[src/hw/mbtrain_defs.svh]
`ifndef MBTRAIN_DEFS_SVH
`define MBTRAIN_DEFS_SVH

// number of training steps, also the width of the enable and acknowledge vectors
`define MBT_STEP_COUNT 13

// sideband substate code width, equal to the step code width
`define MBT_SUBSTATE_W 4

// pattern mux select width
`define MBT_MUX_W 3

// operating speed code
`define MBT_SPEED_W 3

// eight-lane halves, bit 0 is the first half
`define MBT_LANE_HALVES 2

`endif

[src/hw/mbtrain_pkg.sv]
`include "mbtrain_defs.svh"

package mbtrain_pkg;

	// step value equals its sideband substate code
	typedef enum logic [3:0] {
		step_val_vref           = 4'd0,
		step_data_vref          = 4'd1,
		step_speed_idle         = 4'd2,
		step_tx_self_cal        = 4'd3,
		step_rx_clk_cal         = 4'd4,
		step_val_train_center   = 4'd5,
		step_val_train_vref     = 4'd6,
		step_data_train_center1 = 4'd7,
		step_data_train_vref    = 4'd8,
		step_rx_deskew          = 4'd9,
		step_data_train_center2 = 4'd10,
		step_link_speed         = 4'd11,
		step_repair             = 4'd12,
		step_none               = 4'd15
	} step_t;

	typedef enum logic [1:0] {
		cause_normal,
		cause_l1_resume,
		cause_speed_degrade
	} cause_t;

	// result of the link speed step
	typedef enum logic [1:0] {
		outcome_finish,
		outcome_retrain,
		outcome_degrade,
		outcome_repair
	} outcome_t;

	function automatic logic [`MBT_MUX_W-1:0] step_mux_sel(input step_t s);
		case (s)
			step_speed_idle, step_tx_self_cal: return 3'd1;
			step_link_speed: return 3'd2;
			step_repair: return 3'd3;
			step_val_train_center, step_data_train_center1,
			step_data_train_center2: return 3'd4;
			step_rx_clk_cal, step_rx_deskew: return 3'd5;
			// vref steps and idle
			default: return 3'd0;
		endcase
	endfunction

endpackage

[src/hw/train_step_if.sv]
`timescale 1ns/1ps

interface train_step_if;
	mbtrain_pkg::step_t step;
	logic active;
	// one-cycle pulse as the sequencer leaves step
	logic done;
	mbtrain_pkg::step_t next_step;
	mbtrain_pkg::cause_t cause;
	logic finished;

	modport seq (
		output step, active, done, next_step, cause, finished
	);

	modport user (
		input step, active, done, next_step, cause, finished
	);
endinterface

[src/hw/lane_speed_tracker.sv]
`timescale 1ns/1ps
`include "mbtrain_defs.svh"

module lane_speed_tracker (
	input  logic                        clk,
	input  logic                        rst_n,
	train_step_if.user                  step,
	input  logic [`MBT_SPEED_W-1:0]     i_highest_common_speed,
	input  logic [`MBT_LANE_HALVES-1:0] i_tx_lanes_mbinit,
	input  logic [`MBT_LANE_HALVES-1:0] i_rx_lanes_mbinit,
	input  logic [`MBT_LANE_HALVES-1:0] i_tx_lanes_linkspeed,
	input  logic [`MBT_LANE_HALVES-1:0] i_rx_lanes_repair,
	output logic [`MBT_SPEED_W-1:0]     o_current_speed,
	output logic [`MBT_LANE_HALVES-1:0] o_tx_lanes,
	output logic [`MBT_LANE_HALVES-1:0] o_rx_lanes,
	output logic                        o_coming_from_repair
);

	logic mbinit_entry;
	logic mbinit_repair;
	logic train_repair;

	assign mbinit_entry = step.done && (step.step == mbtrain_pkg::step_none)
		&& (step.next_step == mbtrain_pkg::step_val_vref);

	always_ff @(posedge clk or negedge rst_n) begin
		if (!rst_n) begin
			o_current_speed <= '0;
		end else if (step.done && step.step == mbtrain_pkg::step_data_vref) begin
			o_current_speed <= i_highest_common_speed;
		end else if (step.done && step.next_step == mbtrain_pkg::step_speed_idle
			&& step.cause == mbtrain_pkg::cause_speed_degrade) begin
			o_current_speed <= o_current_speed - 1'b1;
		end
	end

	always_ff @(posedge clk or negedge rst_n) begin
		if (!rst_n) begin
			o_tx_lanes <= '0;
			o_rx_lanes <= '0;
		end else if (mbinit_entry) begin
			o_tx_lanes <= i_tx_lanes_mbinit;
			o_rx_lanes <= i_rx_lanes_mbinit;
		end else if (step.done && step.step == mbtrain_pkg::step_link_speed
			&& |i_tx_lanes_linkspeed) begin
			// tx width is fixed here, repair only tells the partner
			o_tx_lanes <= i_tx_lanes_linkspeed & i_tx_lanes_mbinit;
		end else if (step.done && step.step == mbtrain_pkg::step_repair) begin
			o_rx_lanes <= i_rx_lanes_repair;
		end
	end

	always_ff @(posedge clk or negedge rst_n) begin
		if (!rst_n) begin
			mbinit_repair <= 1'b0;
			train_repair  <= 1'b0;
		end else begin
			// a dead tx half at mbinit counts as a repair already done
			if (mbinit_entry && !(&i_tx_lanes_mbinit))
				mbinit_repair <= 1'b1;
			else if (step.finished)
				mbinit_repair <= 1'b0;

			if (step.done && step.next_step == mbtrain_pkg::step_repair)
				train_repair <= 1'b1;
			else if (step.step == mbtrain_pkg::step_none && !step.finished)
				train_repair <= 1'b0;
		end
	end

	assign o_coming_from_repair = mbinit_repair || train_repair;

endmodule

[src/hw/mbtrain_sequencer.sv]
`timescale 1ns/1ps
`include "mbtrain_defs.svh"

module mbtrain_sequencer (
	input  logic                       clk,
	input  logic                       rst_n,
	input  logic                       i_en,
	input  logic [1:0]                 i_resolved_state,
	input  logic                       i_coming_from_l1,
	input  logic [`MBT_STEP_COUNT-1:0] i_step_ack,
	input  logic                       i_retrain_req,
	input  logic                       i_error_req,
	input  logic                       i_degrade_req,
	output logic                       o_mbtrain_ack,
	output logic                       o_phyretrain_en,
	train_step_if.seq                  step
);

	typedef enum logic [1:0] {
		ph_idle,
		ph_run,
		ph_drain,
		ph_finish
	} phase_t;

	phase_t                  phase;
	mbtrain_pkg::step_t      cur_step;
	mbtrain_pkg::outcome_t   outcome_q;
	mbtrain_pkg::outcome_t   ls_outcome;
	mbtrain_pkg::step_t      entry_step;
	mbtrain_pkg::cause_t     entry_cause;
	mbtrain_pkg::step_t      nxt_step;
	mbtrain_pkg::cause_t     nxt_cause;
	logic [15:0]             ack_ext;
	logic                    cur_ack;
	logic                    leave_idle;
	logic                    leave_step;

	// step_none indexes past the vector and reads zero
	assign ack_ext = 16'(i_step_ack);
	assign cur_ack = ack_ext[cur_step];

	// entry point from idle
	always_comb begin
		entry_step  = mbtrain_pkg::step_speed_idle;
		entry_cause = mbtrain_pkg::cause_normal;
		if (i_coming_from_l1) begin
			entry_cause = mbtrain_pkg::cause_l1_resume;
		end else begin
			case (i_resolved_state)
				2'd0: entry_step = mbtrain_pkg::step_val_vref;
				2'd1: entry_step = mbtrain_pkg::step_tx_self_cal;
				2'd2: entry_step = mbtrain_pkg::step_repair;
				default: entry_cause = mbtrain_pkg::cause_speed_degrade;
			endcase
		end
	end

	// link speed request flags, retrain wins over error
	always_comb begin
		if (i_retrain_req)
			ls_outcome = mbtrain_pkg::outcome_retrain;
		else if (i_error_req && i_degrade_req)
			ls_outcome = mbtrain_pkg::outcome_degrade;
		else if (i_error_req)
			ls_outcome = mbtrain_pkg::outcome_repair;
		else
			ls_outcome = mbtrain_pkg::outcome_finish;
	end

	// follower of the current step, codes 0 to 11 run in order
	always_comb begin
		nxt_step  = mbtrain_pkg::step_t'(cur_step + 4'd1);
		nxt_cause = mbtrain_pkg::cause_normal;
		if (cur_step == mbtrain_pkg::step_repair) begin
			nxt_step = mbtrain_pkg::step_tx_self_cal;
		end else if (cur_step == mbtrain_pkg::step_link_speed) begin
			case (outcome_q)
				mbtrain_pkg::outcome_degrade: begin
					nxt_step  = mbtrain_pkg::step_speed_idle;
					nxt_cause = mbtrain_pkg::cause_speed_degrade;
				end
				mbtrain_pkg::outcome_repair: nxt_step = mbtrain_pkg::step_repair;
				// finish and retrain both end training
				default: nxt_step = mbtrain_pkg::step_none;
			endcase
		end
	end

	assign leave_idle = i_en && (phase == ph_idle);
	assign leave_step = i_en && (phase == ph_drain) && !cur_ack;

	always_ff @(posedge clk or negedge rst_n) begin
		if (!rst_n) begin
			phase     <= ph_idle;
			cur_step  <= mbtrain_pkg::step_none;
			outcome_q <= mbtrain_pkg::outcome_finish;
		end else if (!i_en) begin
			phase    <= ph_idle;
			cur_step <= mbtrain_pkg::step_none;
		end else begin
			case (phase)
				ph_idle: begin
					phase    <= ph_run;
					cur_step <= entry_step;
				end
				ph_run: begin
					if (cur_ack) begin
						phase <= ph_drain;
						if (cur_step == mbtrain_pkg::step_link_speed)
							outcome_q <= ls_outcome;
					end
				end
				ph_drain: begin
					// wait for the acknowledge to drop before the next enable
					if (!cur_ack) begin
						cur_step <= nxt_step;
						if (nxt_step == mbtrain_pkg::step_none)
							phase <= ph_finish;
						else
							phase <= ph_run;
					end
				end
				default: begin
					// finished, held until i_en falls
					phase <= ph_finish;
				end
			endcase
		end
	end

	assign o_mbtrain_ack   = (phase == ph_finish);
	assign o_phyretrain_en = (phase == ph_finish) && (outcome_q == mbtrain_pkg::outcome_retrain);

	assign step.step      = cur_step;
	assign step.active    = (phase == ph_run);
	assign step.done      = leave_idle || leave_step;
	assign step.next_step = leave_idle ? entry_step : nxt_step;
	assign step.cause     = leave_idle ? entry_cause : nxt_cause;
	assign step.finished  = (phase == ph_finish);

endmodule

[src/hw/mbtrain_top.sv]
`timescale 1ns/1ps
`include "mbtrain_defs.svh"

module mbtrain_top (
	input  logic                        clk,
	input  logic                        rst_n,
	input  logic                        i_en,
	input  logic [1:0]                  i_resolved_state,
	input  logic                        i_coming_from_l1,
	input  logic [`MBT_STEP_COUNT-1:0]  i_step_ack,
	input  logic                        i_retrain_req,
	input  logic                        i_error_req,
	input  logic                        i_degrade_req,
	input  logic [`MBT_SPEED_W-1:0]     i_highest_common_speed,
	input  logic [`MBT_LANE_HALVES-1:0] i_tx_lanes_mbinit,
	input  logic [`MBT_LANE_HALVES-1:0] i_rx_lanes_mbinit,
	input  logic [`MBT_LANE_HALVES-1:0] i_tx_lanes_linkspeed,
	input  logic [`MBT_LANE_HALVES-1:0] i_rx_lanes_repair,
	output logic [`MBT_STEP_COUNT-1:0]  o_step_en,
	output logic [`MBT_SUBSTATE_W-1:0]  o_sideband_substate,
	output logic [`MBT_MUX_W-1:0]       o_mux_sel,
	output logic                        o_mbtrain_ack,
	output logic                        o_phyretrain_en,
	output logic [`MBT_SPEED_W-1:0]     o_current_speed,
	output logic [`MBT_LANE_HALVES-1:0] o_tx_lanes,
	output logic [`MBT_LANE_HALVES-1:0] o_rx_lanes,
	output logic                        o_coming_from_repair
);

	train_step_if step_bus ();

	mbtrain_sequencer seq_i (
		.clk              (clk),
		.rst_n            (rst_n),
		.i_en             (i_en),
		.i_resolved_state (i_resolved_state),
		.i_coming_from_l1 (i_coming_from_l1),
		.i_step_ack       (i_step_ack),
		.i_retrain_req    (i_retrain_req),
		.i_error_req      (i_error_req),
		.i_degrade_req    (i_degrade_req),
		.o_mbtrain_ack    (o_mbtrain_ack),
		.o_phyretrain_en  (o_phyretrain_en),
		.step             (step_bus.seq)
	);

	// enables and sideband code
	substep_driver drv_i (
		.clk                 (clk),
		.rst_n               (rst_n),
		.step                (step_bus.user),
		.o_step_en           (o_step_en),
		.o_sideband_substate (o_sideband_substate),
		.o_mux_sel           (o_mux_sel)
	);

	lane_speed_tracker trk_i (
		.clk                    (clk),
		.rst_n                  (rst_n),
		.step                   (step_bus.user),
		.i_highest_common_speed (i_highest_common_speed),
		.i_tx_lanes_mbinit      (i_tx_lanes_mbinit),
		.i_rx_lanes_mbinit      (i_rx_lanes_mbinit),
		.i_tx_lanes_linkspeed   (i_tx_lanes_linkspeed),
		.i_rx_lanes_repair      (i_rx_lanes_repair),
		.o_current_speed        (o_current_speed),
		.o_tx_lanes             (o_tx_lanes),
		.o_rx_lanes             (o_rx_lanes),
		.o_coming_from_repair   (o_coming_from_repair)
	);

endmodule

[src/hw/substep_driver.sv]
`timescale 1ns/1ps
`include "mbtrain_defs.svh"

module substep_driver (
	input  logic                       clk,
	input  logic                       rst_n,
	train_step_if.user                 step,
	output logic [`MBT_STEP_COUNT-1:0] o_step_en,
	output logic [`MBT_SUBSTATE_W-1:0] o_sideband_substate,
	output logic [`MBT_MUX_W-1:0]      o_mux_sel
);

	logic [`MBT_STEP_COUNT-1:0] en_d;

	// one-hot enable for the step in its run phase
	always_comb begin
		en_d = '0;
		for (int i = 0; i < `MBT_STEP_COUNT; i++) begin
			en_d[i] = step.active && (int'(step.step) == i);
		end
	end

	always_ff @(posedge clk or negedge rst_n) begin
		if (!rst_n) begin
			o_step_en           <= '0;
			o_sideband_substate <= '0;
			o_mux_sel           <= '0;
		end else begin
			o_step_en <= en_d;
			// code and select move together with the rising enable
			if (step.active) begin
				o_sideband_substate <= step.step;
				o_mux_sel           <= mbtrain_pkg::step_mux_sel(step.step);
			end else if (step.finished) begin
				o_sideband_substate <= '0;
			end
		end
	end

endmodule

[config.mk]
export PLATFORM = sky130hd
export DESIGN_NAME = mbtrain_top
export DESIGN_NICKNAME = d
export VERILOG_FILES = /design/src/hw/mbtrain_pkg.sv /design/src/hw/train_step_if.sv /design/src/hw/lane_speed_tracker.sv /design/src/hw/mbtrain_sequencer.sv /design/src/hw/mbtrain_top.sv /design/src/hw/substep_driver.sv
export VERILOG_INCLUDE_DIRS = /design/src /design/src/hw
export SDC_FILE = /design/constraint.sdc
export NUM_CORES = 1
export LEC_CHECK = 0
export BUFFER_PORTS_ARGS = -buffer_cell sky130_fd_sc_hd__clkbuf_2
export CAP_MARGIN = 20
export CORE_UTILIZATION = 55
export CTS_CLUSTER_SIZE = 24
export DETAILED_ROUTE_END_ITERATION = 10
export GPL_TIMING_DRIVEN = 1
export PLACE_DENSITY = 0.84
export SYNTH_ARGS = -nofsm -noshare
export SYNTH_HDL_FRONTEND = slang
export SYNTH_SLANG_ARGS = --single-unit
export TNS_END_PERCENT = 1
[constraint.sdc]
create_clock -name clk -period 7.5 [get_ports clk]
set_clock_uncertainty 0.1 [all_clocks]
set_input_delay 1.5 -clock clk [delete_from_list [all_inputs] [get_ports clk]]
set_output_delay 1.5 -clock clk [all_outputs]
set_load 0.01 [all_outputs]
==> results of run 1 <==
-- layer usage --
metal / up-vias / wire length, µm / GRT usage
li1: 912 / - / -
met1: 874 / 2115 / 0.3268
met2: 59 / 2128 / 0.4149
met3: 6 / 221 / 0.05536
met4: 0 / 54 / 0.07955
met5: - / 0 / 0
-- final timing paths --
path,depth (start not counted),start,slack (ns),to
setup / recovery,7,i_step_ack[7],4.11,trk_i.o_tx_lanes[1]
hold reg to reg,2,drv_i.o_mux_sel[2],0.40,drv_i.o_mux_sel[2]
setup reg to reg,7,seq_i.step.step[1],4.51,trk_i.o_tx_lanes[1]
max in group asynchronous,1,rst_n,5.52,drv_i.o_step_en[10]
hold / removal,2,drv_i.o_mux_sel[2],0.40,drv_i.o_mux_sel[2]
min in group asynchronous,1,rst_n,1.23,drv_i.o_mux_sel[2]
-- cells in the final DEF, fill, tap and decap left out, drive strengths merged, types with 5 or more instances in the layout --
| cell | instances |
|---|---|
| o21ai | 12 |
| and3 | 7 |
| and2 | 7 |
| nor2b | 6 |
| inv | 12 |
| nand2b | 5 |
| mux2i | 11 |
| nor2 | 19 |
| a21oi | 8 |
| nand3 | 7 |
| dfrtp | 33 |
| nand2 | 16 |
| clkbuf | 67 |
| ha | 6 |
-- power by group --
group / leakage (nW) / switching [W] / total (W) / internal [W]
logic: 0.786 / 0.000126 / 0.000230 / 0.000105
clock network: 0.0681 / 0.0000705 / 0.000203 / 0.000132
registers: 0.469 / 0.0000454 / 0.000292 / 0.000247
total: 1.32 / 0.000242 / 0.000725 / 0.000484
-- cell families (layout without fill, tap and decap cells) --
family,Yosys count,count (layout),share of synthesized area
adder cells (fa/ha/maj),6,6,0.03552
buffers and inverters,23,82,0.04617
multiplexers,13,13,0.06276
AND/OR/NAND/NOR,86,86,0.2250
flip-flops,37,37,0.4405
AO/OA/AOI/OAI,56,56,0.1901
-- worst reg2reg max path, stage by stage (launching register included) --
cell and delay (ns):
dfstp_2 0.74, ha_1 0.36, nor2b_4 0.25, nand2_4 0.08, a22o_1 0.30, o32a_4 0.40
or3_4 0.40, a32o_1 0.26
-- area by class of cell --
cell class	count	area (µm²)
Clock buffer	5	68.82
Inverter	12	45.04
Clock inverter	3	65.06
Multi-Input combinational cell	161	1085
Fill cell	290	1096
Sequential cell	37	930.9
Tap cell	48	60.06
Timing Repair Buffer	62	310.3
-- sequential cells by signal, indices dropped and copies added, names as in the netlist --
| register | cells |
|---|---|
| drv_i.o_step_en | 13 |
| drv_i.o_sideband_substate | 4 |
| seq_i.step.step | 4 |
| drv_i.o_mux_sel | 3 |
| trk_i.o_current_speed | 3 |
| seq_i.outcome_q | 2 |
| seq_i.phase | 2 |
| trk_i.o_rx_lanes | 2 |
| trk_i.o_tx_lanes | 2 |
| trk_i.mbinit_repair | 1 |
| trk_i.train_repair | 1 |
-- synth_stat cells, types with 4 or more instances --
library cell   n  area share
dfstp_2        4       0.050
dfrtp_1       33        0.39
o21ai_0       10       0.024
nand2_1       15       0.027
a21oi_1        8       0.019
nand3_1        7       0.017
nand2b_1       5       0.015
nor2b_1        5       0.015
and3_1         7       0.021
o31ai_1        4       0.014
and2_1         6       0.018
nor2_1        19       0.034
inv_1         12       0.021
ha_1           6       0.036
clkbuf_1       6       0.011
mux2i_1       11       0.052
nor3_1         4      0.0095
a22oi_1        4       0.014
-- through the flow --
step / cells / cell area (µm²) / total power, W / util / setup slack, ns
after floorplan: 221 / 2113 / 0.0004444 / - / 4.229
after global placement: 320 / 2431 / 0.0005195 / 0.6640 / 3.849
after detailed placement: 320 / 2431 / 0.0005255 / 0.6640 / 3.809
after CTS: 328 / 2565 / 0.0007290 / 0.7006 / 4.121
after global routing: 328 / 2565 / 0.0007729 / 0.7006 / 4.016
final: 328 / 2565 / 0.0007253 / 0.7006 / 4.113
==> metrics.md, run 1 <==
| Metric | Value |
|---|---|
| Unique masters post-synth | `53` |
| Clock root buffer | `clkbuf_8` |
| Syn_area_per_cell | `9.562 µm²` |
| Outcome | `completed` |
| Syn Nets | `260` |
| Iter 0 DRT Violations | `87` |
| Critical path required time | `7.58 ns` |
| Cell count after synthesis | `221` |
| Async set-reset flop share out of synthesis | `1.000` |
| Hpwl dp | `3328 µm` |
| Hold_buf cts | `0` |
| CP top delay family | `compound AO/OA/AOI/OAI gates` |
| Mapped Area | `0.002113 mm²` |
| Pwr/cell area | `282.8 mW/mm²` |
| Bufs and invs on worst path | `1` |
| Routed WL per cell | `13.78 µm` |
| Worst slew pin tran | `0.8922 ns` |
| Die extent in x | `63.99 µm` |
| Crit-path cells | `clkbuf_2, mux2_1, a211o_1, o21ai_2, o21ai_1, or3_4, a32o_1` |
| Worst-path clk slew | `0.07 ns` |
| Clock buffer count from CTS | `5` |
| Clock buffer depth | `2` |
| Die Ht | `63.99 µm` |
| DRC violations left | `0` |
| Final slew viol count | `0` |
| Gr usage total | `0.2513` |
| Core ar. | `0.003661 mm²` |
| Crit-path slowest cell | `or3_4` |
| First-pass GRT wire length | `7962 µm` |
| PostCTS Resize Cnt | `0` |
| WS Path Type | `in2reg` |
| Initial antenna violation count | `0` |
| Endpoints failing setup | `0` |
| Number of port buffers | `62` |
| Htree depth | `2` |
| Synth Flop Type | `dfrtp_1` |
| Initial Util | `0.5772` |
| YS warnings | `0` |
| Worst path arrival time | `3.47 ns` |
| Worst vdd ir | `0.1595 mV` |
| Grt ovf | `0` |
| CTS tree | `done` |
| Leakage | `1.322 nW` |
| Num Clock Sinks | `37` |
| Worst-skew pair later-pin latency | `0.29 ns` |
| Fin nets | `318` |
| Layout cells sized above 1 | `0.3036` |
| Largest net degree at the start of global routing | `38` |
| Placer Congestion | `0.8717` |
| Final hold viol count | `0` |
| First-pass detailed-route iteration total | `4` |
| Sequential fraction of the synthesis area | `0.4405` |
| RSZ-0062 raised after global routing | `no` |
| Max Cap Viol | `0` |
| Startpoint Class | `input port` |
| IO Count | `63` |
| CP max FO | `12` |
| Max Fclk | `295.2 MHz` |
| Worst hold margin | `0.3950 ns` |
| Setup TNS | `0 ns` |
| Final wirelength | `4519 µm` |
| Ant diodes | `0` |
| Max incr delay on CP | `0.51 ns` |
| FF+latch count, synth | `37` |
| Row cnt | `22` |
| Routed Antenna Nets | `0` |
| Vias in the first global route | `1,825` |
| Hold Path Class | `reg2reg` |
| Fin crit period | `3.387 ns` |
| Area Overhead vs Synth | `21.37%` |
| DR vias | `1,851` |
| Part of the cycle the worst path needs | `0.4517` |
| Number of synthesized flops with an enable pin | `0` |
| Worst setup EP type | `flop` |
| Postcts setup bufs | `0` |
| Slew headroom | `0.4052` |
| Die outline area | `0.004094 mm²` |
| Drt via density | `5.643` |
No activity file was read; power rests on OpenSTA's default activity.
==> inputs of run 2 (changes only) <==
- CORE_UTILIZATION: 55 -> 46
- PLACE_DENSITY: 0.84 -> 0.75
- clock period: 7.5 -> 3.1 ns (I/O delays scaled with it)
==> run 2 against run 1 <==
Effect of this change: total power rose by 140%; first-iteration DRC count increased by 22%; combinational power rose to 2.5 times the previous value; global-route usage decreased by 4.6 points.
==> metrics.md, run 2 (synthesis gave the netlist of run 1 again) <==
| Metric | Value |
|---|---|
| Outcome | `completed` |
| Iter 0 DRT Violations | `106 (+22%)` |
| Hpwl dp | `3549 µm (+6.6%)` |
| Layout cells sized above 1 | `0.3158 (+0.01222)` |
| Part of the cycle the worst path needs | `0.8970` |
| Die extent in x | `69.78 µm (+9.1%)` |
| Grt ovf | `0 (unchanged)` |
| Crit-path slowest cell | `dfstp_2` |
| Fin crit period | `2.781 ns` |
| CP max FO | `7 (-5)` |
| Gr usage total | `0.2054 (-0.04585)` |
| Initial antenna violation count | `0 (unchanged)` |
| Fin nets | `323 (+1.6%)` |
| RSZ-0062 raised after global routing | `no` |
| Commonest non-fill, non-tap cells in the layout | `62 x clkbuf_2, 33 x dfrtp_1, 19 x nor2_1` |
| Core ar. | `0.004384 mm² (+20%)` |
| Commonest non-fill, non-tap cell in the layout | `clkbuf_2` |
| Max Fclk | `359.6 MHz` |
| DRC violations left | `0 (unchanged)` |
| Clock buffer count from CTS | `5 (unchanged)` |
| DR vias | `1,883 (+1.7%)` |
| Clock buffer depth | `2 (unchanged)` |
| Max Cap Viol | `0 (unchanged)` |
| Post-place setup slack | `0.3345 ns (-3.475 ns)` |
| Routed WL per cell | `14.15 µm (+2.7%)` |
| Setup ws final | `0.3193 ns (-3.793 ns)` |
| Crit-path cells | `ha_1, nor2b_4, nand2_4, a22o_1, o32a_4, or3_4, a32o_1` |
| Pwr/cell area | `663.4 mW/mm² (+130%)` |
| WS Path Type | `reg2reg` |
| Final wirelength | `4767 µm (+5.5%)` |
| CTS tree | `done` |
| Leakage | `1.335 nW (+0.96%)` |
| Total Power | `0.001721 W (+140%)` |
| Die outline area | `0.004869 mm² (+19%)` |
| Area Overhead vs Synth | `22.74%` |
| Startpoint Class | `flop` |
| Worst setup EP type | `flop` |
| Row cnt | `24 (+9.1%)` |
| Htree depth | `2 (unchanged)` |
| PostCTS Resize Cnt | `0 (unchanged)` |
| Placer Congestion | `0.8970 (+2.9%)` |
| Ant diodes | `0 (unchanged)` |
| Hold Path Class | `in2async` |
| Final hold viol count | `0 (unchanged)` |
| Postcts setup bufs | `0 (unchanged)` |
| Worst path arrival time | `2.87 ns (-0.60 ns)` |
| Hold_buf cts | `0 (unchanged)` |
| Max FFs per register | `13 (unchanged)` |
| Worst hold margin | `0.3356 ns (-0.05946 ns)` |
| Number of port buffers | `62 (unchanged)` |
| Final slew viol count | `0 (unchanged)` |
| Largest Register | `drv_i.o_step_en` |
| Clock root buffer | `clkbuf_8` |
| Slew headroom | `0.4047 (-0.0004840)` |
| IO Count | `63 (unchanged)` |
| Worst vdd ir | `0.3369 mV (+110%)` |
| Max incr delay on CP | `0.59 ns (+0.08 ns)` |
| Drt via density | `5.588 (-0.99%)` |
| Endpoints failing setup | `0 (unchanged)` |
| Die Ht | `69.78 µm (+9.1%)` |
| Initial Util | `0.4820 (-0.09522)` |
| Worst slew pin tran | `0.8929 ns (+0.0007259 ns)` |
| Critical path required time | `3.19 ns (-4.39 ns)` |
| Worst-skew pair later-pin latency | `0.30 ns (about the same)` |
| Worst-path clk slew | `0.07 ns (about the same)` |
| First-pass detailed-route iteration total | `4 (unchanged)` |
| Routed Antenna Nets | `0 (unchanged)` |
| Setup TNS | `0 ns (unchanged)` |
| Num Clock Sinks | `37 (unchanged)` |
| Largest net degree at the start of global routing | `38 (unchanged)` |
| First-pass GRT wire length | `7997 µm (+0.44%)` |
| Vias in the first global route | `1,803 (-1.2%)` |
[run 2: changes by cell type in the layout (fill, tap and decap cells not counted)]
cell and change:
clkbuf_8 +1, buf_4 +5, clkinvlp_4 +1, bufinv_16 -1, clkinv_2 -1
[run 2: final cells by class]
class                           instances  area, µm²
Fill cell                             414       1790
Multi-Input combinational cell        161       1085
Sequential cell                        37      930.9
Timing Repair Buffer                   67      347.8
Clock buffer                            6      82.58
Tap cell                               52      65.06
Inverter                               12      45.04
Clock inverter                          2      37.54
[run 2: critical path, delay by kind of cell, from the launching register on]
family | cells | cell delay, ns
simple gates | 3 | 0.73
flops | 1 | 0.59
fa+ha+maj | 1 | 0.29
compound gates | 3 | 0.96
[run 2: path summary, 6_finish.rpt]
check                                    startpoint                           end  slack, ns  cells after the start
max in group asynchronous                     rst_n                seq_i.phase[0]       2.00                      1
worst min register to register  trk_i.mbinit_repair           trk_i.mbinit_repair       0.39                      2
worst max register to register   seq_i.step.step[1]           trk_i.o_tx_lanes[0]       0.32                      7
worst max-delay path             seq_i.step.step[1]           trk_i.o_tx_lanes[0]       0.32                      7
worst min-delay path                          rst_n  drv_i.o_sideband_substate[0]       0.34                      1
min in group clk                trk_i.mbinit_repair           trk_i.mbinit_repair       0.39                      2
[run 2: report_power, final]
group,leakage [nW],internal (W),switching [W]
clock,0.0574,0.000262,0.000179
combinational,0.809,0.000265,0.000319
sequential,0.469,0.000597,0.0000994
[run 2: routing by layer]
layer  wire [µm]  vias up  global-route usage
li1            -      929                   -
met1        2190      881              0.2682
met2        2230       67              0.3323
met4          42        0             0.04444
met5           0        -                   0
met3         304        6             0.06831
[run 2: stage by stage]
step	area, µm²	std cells	utilization
global placement	2474	329	0.5642
detailed placement	2474	329	0.5642
CTS	2594	337	0.5916
floorplan	2113	221	-
finish	2594	337	0.5916
global route	2594	337	0.5916
==> inputs of run 3 (changes only) <==
- CORE_MARGIN: default -> 5
==> run 3 against run 2 <==
Effect of this change: combinational power rose by 0.9%; total power fell by 5.8%; global-route usage fell by 3.2 points; sequential cell count did not move; critical endpoint is now trk_i.o_tx_lanes[1]; clock-buffer cell count did not move; setup slack got worse by 0.063 ns; largest cell class unchanged.
==> metrics.md, run 3 (synthesis gave the netlist of run 1 again) <==
| Metric | Value |
|---|---|
| Outcome | `completed` |
| Largest net degree at the start of global routing | `38 (unchanged)` |
| Worst-path clk slew | `0.07 ns (about the same)` |
| Worst path arrival time | `2.93 ns (+0.06 ns)` |
| Worst-skew pair later-pin latency | `0.30 ns (about the same)` |
| Initial Util | `0.4787 (-0.003279)` |
| Routed Antenna Nets | `0 (unchanged)` |
| WS Path Type | `reg2reg` |
| Commonest non-fill, non-tap cell in the layout | `clkbuf_2` |
| DRC violations left | `0 (unchanged)` |
| Initial antenna violation count | `0 (unchanged)` |
| Commonest non-fill, non-tap cells in the layout | `62 x clkbuf_2, 33 x dfrtp_1, 19 x nor2_1` |
| Htree depth | `2 (unchanged)` |
| Setup TNS | `0 ns (unchanged)` |
| Ant diodes | `0 (unchanged)` |
| Largest Register | `drv_i.o_step_en` |
| First-pass detailed-route iteration total | `4 (unchanged)` |
| Fin nets | `324 (+0.31%)` |
| CP max FO | `12 (+5)` |
| Clock root buffer | `clkbuf_8` |
| Slew headroom | `0.3804 (-0.02435)` |
| Number of port buffers | `62 (unchanged)` |
| Drt via density | `5.568 (-0.35%)` |
| Crit-path cells | `ha_1, nor2b_4, nand2_4, a22o_1, o32a_4, or3_4, a32o_1` |
| Fin crit period | `2.844 ns (+0.06343 ns)` |
| Routed WL per cell | `15.49 µm (+9.5%)` |
| Max FFs per register | `13 (unchanged)` |
| Die outline area | `0.006050 mm² (+24%)` |
| Hold_buf cts | `0 (unchanged)` |
| Combinational share of power | `0.364 (+0.025)` |
| Iter 0 DRT Violations | `139 (+31%)` |
| IO Count | `63 (unchanged)` |
| Max incr delay on CP | `0.66 ns (+0.07 ns)` |
| DR vias | `1,882 (-0.053%)` |
| Num Clock Sinks | `37 (unchanged)` |
| CP top delay family | `compound AO/OA/AOI/OAI gates` |
| Max Fclk | `351.6 MHz (-2.2%)` |
| Internal power | `0.001019 W (-9.3%)` |
| P_sw | `0.0006009 W (+0.66%)` |
| Grt ovf | `0 (unchanged)` |
| Vias in the first global route | `1,811 (+0.44%)` |
| Critical path required time | `3.18 ns (about the same)` |
| Sw Ratio | `0.3709 (+0.02393)` |
| Max Cap Viol | `0 (unchanged)` |
| Placer Congestion | `0.8866 (-1.2%)` |
| Bufs and invs on worst path | `0 (unchanged)` |
| First-pass GRT wire length | `8507 µm (+6.4%)` |
| Area Overhead vs Synth | `21.31%` |
| Clock share of power | `0.203 (-0.053)` |
| Leakage | `1.328 nW (-0.57%)` |
| PostCTS Resize Cnt | `0 (unchanged)` |
| Row cnt | `24 (unchanged)` |
| Die Ht | `77.78 µm (+11%)` |
| Worst vdd ir | `0.2529 mV (-25%)` |
| CTS tree | `done` |
| Clock buffer count from CTS | `5 (unchanged)` |
| Core ar. | `0.004414 mm² (+0.68%)` |
| Die extent in x | `77.78 µm (+11%)` |
| Worst slew pin tran | `0.9294 ns (+0.03652 ns)` |
| Worst hold margin | `0.3567 ns (+0.02118 ns)` |
| Endpoints failing setup | `0 (unchanged)` |
| Layout cells sized above 1 | `0.3147 (-0.001104)` |
| Pwr/cell area | `631.9 mW/mm² (-4.7%)` |
| Clock buffer depth | `2 (unchanged)` |
| Gr usage total | `0.1736 (-0.03176)` |
| RSZ-0062 raised after global routing | `no` |
| Startpoint Class | `flop` |
| Stages on the worst setup path | `7 (unchanged)` |
| Final wirelength | `5237 µm (+9.9%)` |
| Crit-path slowest cell | `dfstp_2` |
| Hold Path Class | `in2async` |
| Worst setup EP type | `flop` |
| R2R cell count | `7 (unchanged)` |
| Final hold viol count | `0 (unchanged)` |
| Post-route design area | `0.002564 mm² (-1.2%)` |
| Final slew viol count | `0 (unchanged)` |
| Postcts setup bufs | `0 (unchanged)` |
| Final Util | `0.5808 (-0.01083)` |
| Hpwl dp | `3956 µm (+11%)` |
| Dpl cell area | `0.002481 mm² (+0.30%)` |
| Reg power frac | `0.434 (+0.029)` |
| Part of the cycle the worst path needs | `0.9175 (+0.02046)` |
## run 3: cell types whose count changed in the layout (fill, tap and decap cells not counted), sizes merged
cell,delta
bufinv,-1
clkinvlp,-1
clkinv,+2
buf,+1
## run 3: per-stage QoR
| step | worst slack, ns | power, W | cells |
|---|---|---|---|
| final | 0.2559 | 0.001620 | 338 |
| after global routing | 0.1757 | 0.001737 | 338 |
| after CTS | 0.2759 | 0.001630 | 338 |
| after detailed placement | 0.3002 | 0.001302 | 330 |
| after global placement | 0.3699 | 0.001287 | 330 |
| after floorplan | 0.2317 | 0.001075 | 221 |
## run 3: path summary, 6_finish.rpt
kind / from / end / slack, ns
max: seq_i.step.step[0] / trk_i.o_tx_lanes[1] / 0.26
min: rst_n / drv_i.o_sideband_substate[3] / 0.36
max reg2reg: seq_i.step.step[0] / trk_i.o_tx_lanes[1] / 0.26
min reg2reg: trk_i.mbinit_repair / trk_i.mbinit_repair / 0.38
max in group asynchronous: rst_n / trk_i.o_rx_lanes[1] / 1.97
min in group clk: trk_i.mbinit_repair / trk_i.mbinit_repair / 0.38
## run 3: power by group through the flow
stage          clock network, W  logic [W]  registers (W)
5_1_grt                0.000357   0.000661       0.000719
2_1_floorplan                 0   0.000368       0.000707
4_1_cts                0.000335   0.000593       0.000702
6_report               0.000328   0.000589       0.000703
3_3_place_gp                  0   0.000581       0.000707
3_5_place_dp                  0   0.000590       0.000712
## run 3: routing by layer
layer | share of wire | global-route usage | vias to the layer above
met5 | 0 | 0 | -
met4 | 0.017 | 0.06186 | 0
met3 | 0.088 | 0.04282 | 9
met2 | 0.46 | 0.2688 | 83
met1 | 0.44 | 0.2356 | 870
li1 | - | - | 920
## run 3: area by class of cell
class | count | area (µm²)
clock inverters | 2 | 10.01
inverters | 12 | 45.04
flip-flops and latches | 37 | 930.9
repair buffers | 68 | 355.3
clock buffers | 6 | 72.57
well taps | 52 | 65.06
fillers | 399 | 1851
multi-input cells | 161 | 1085
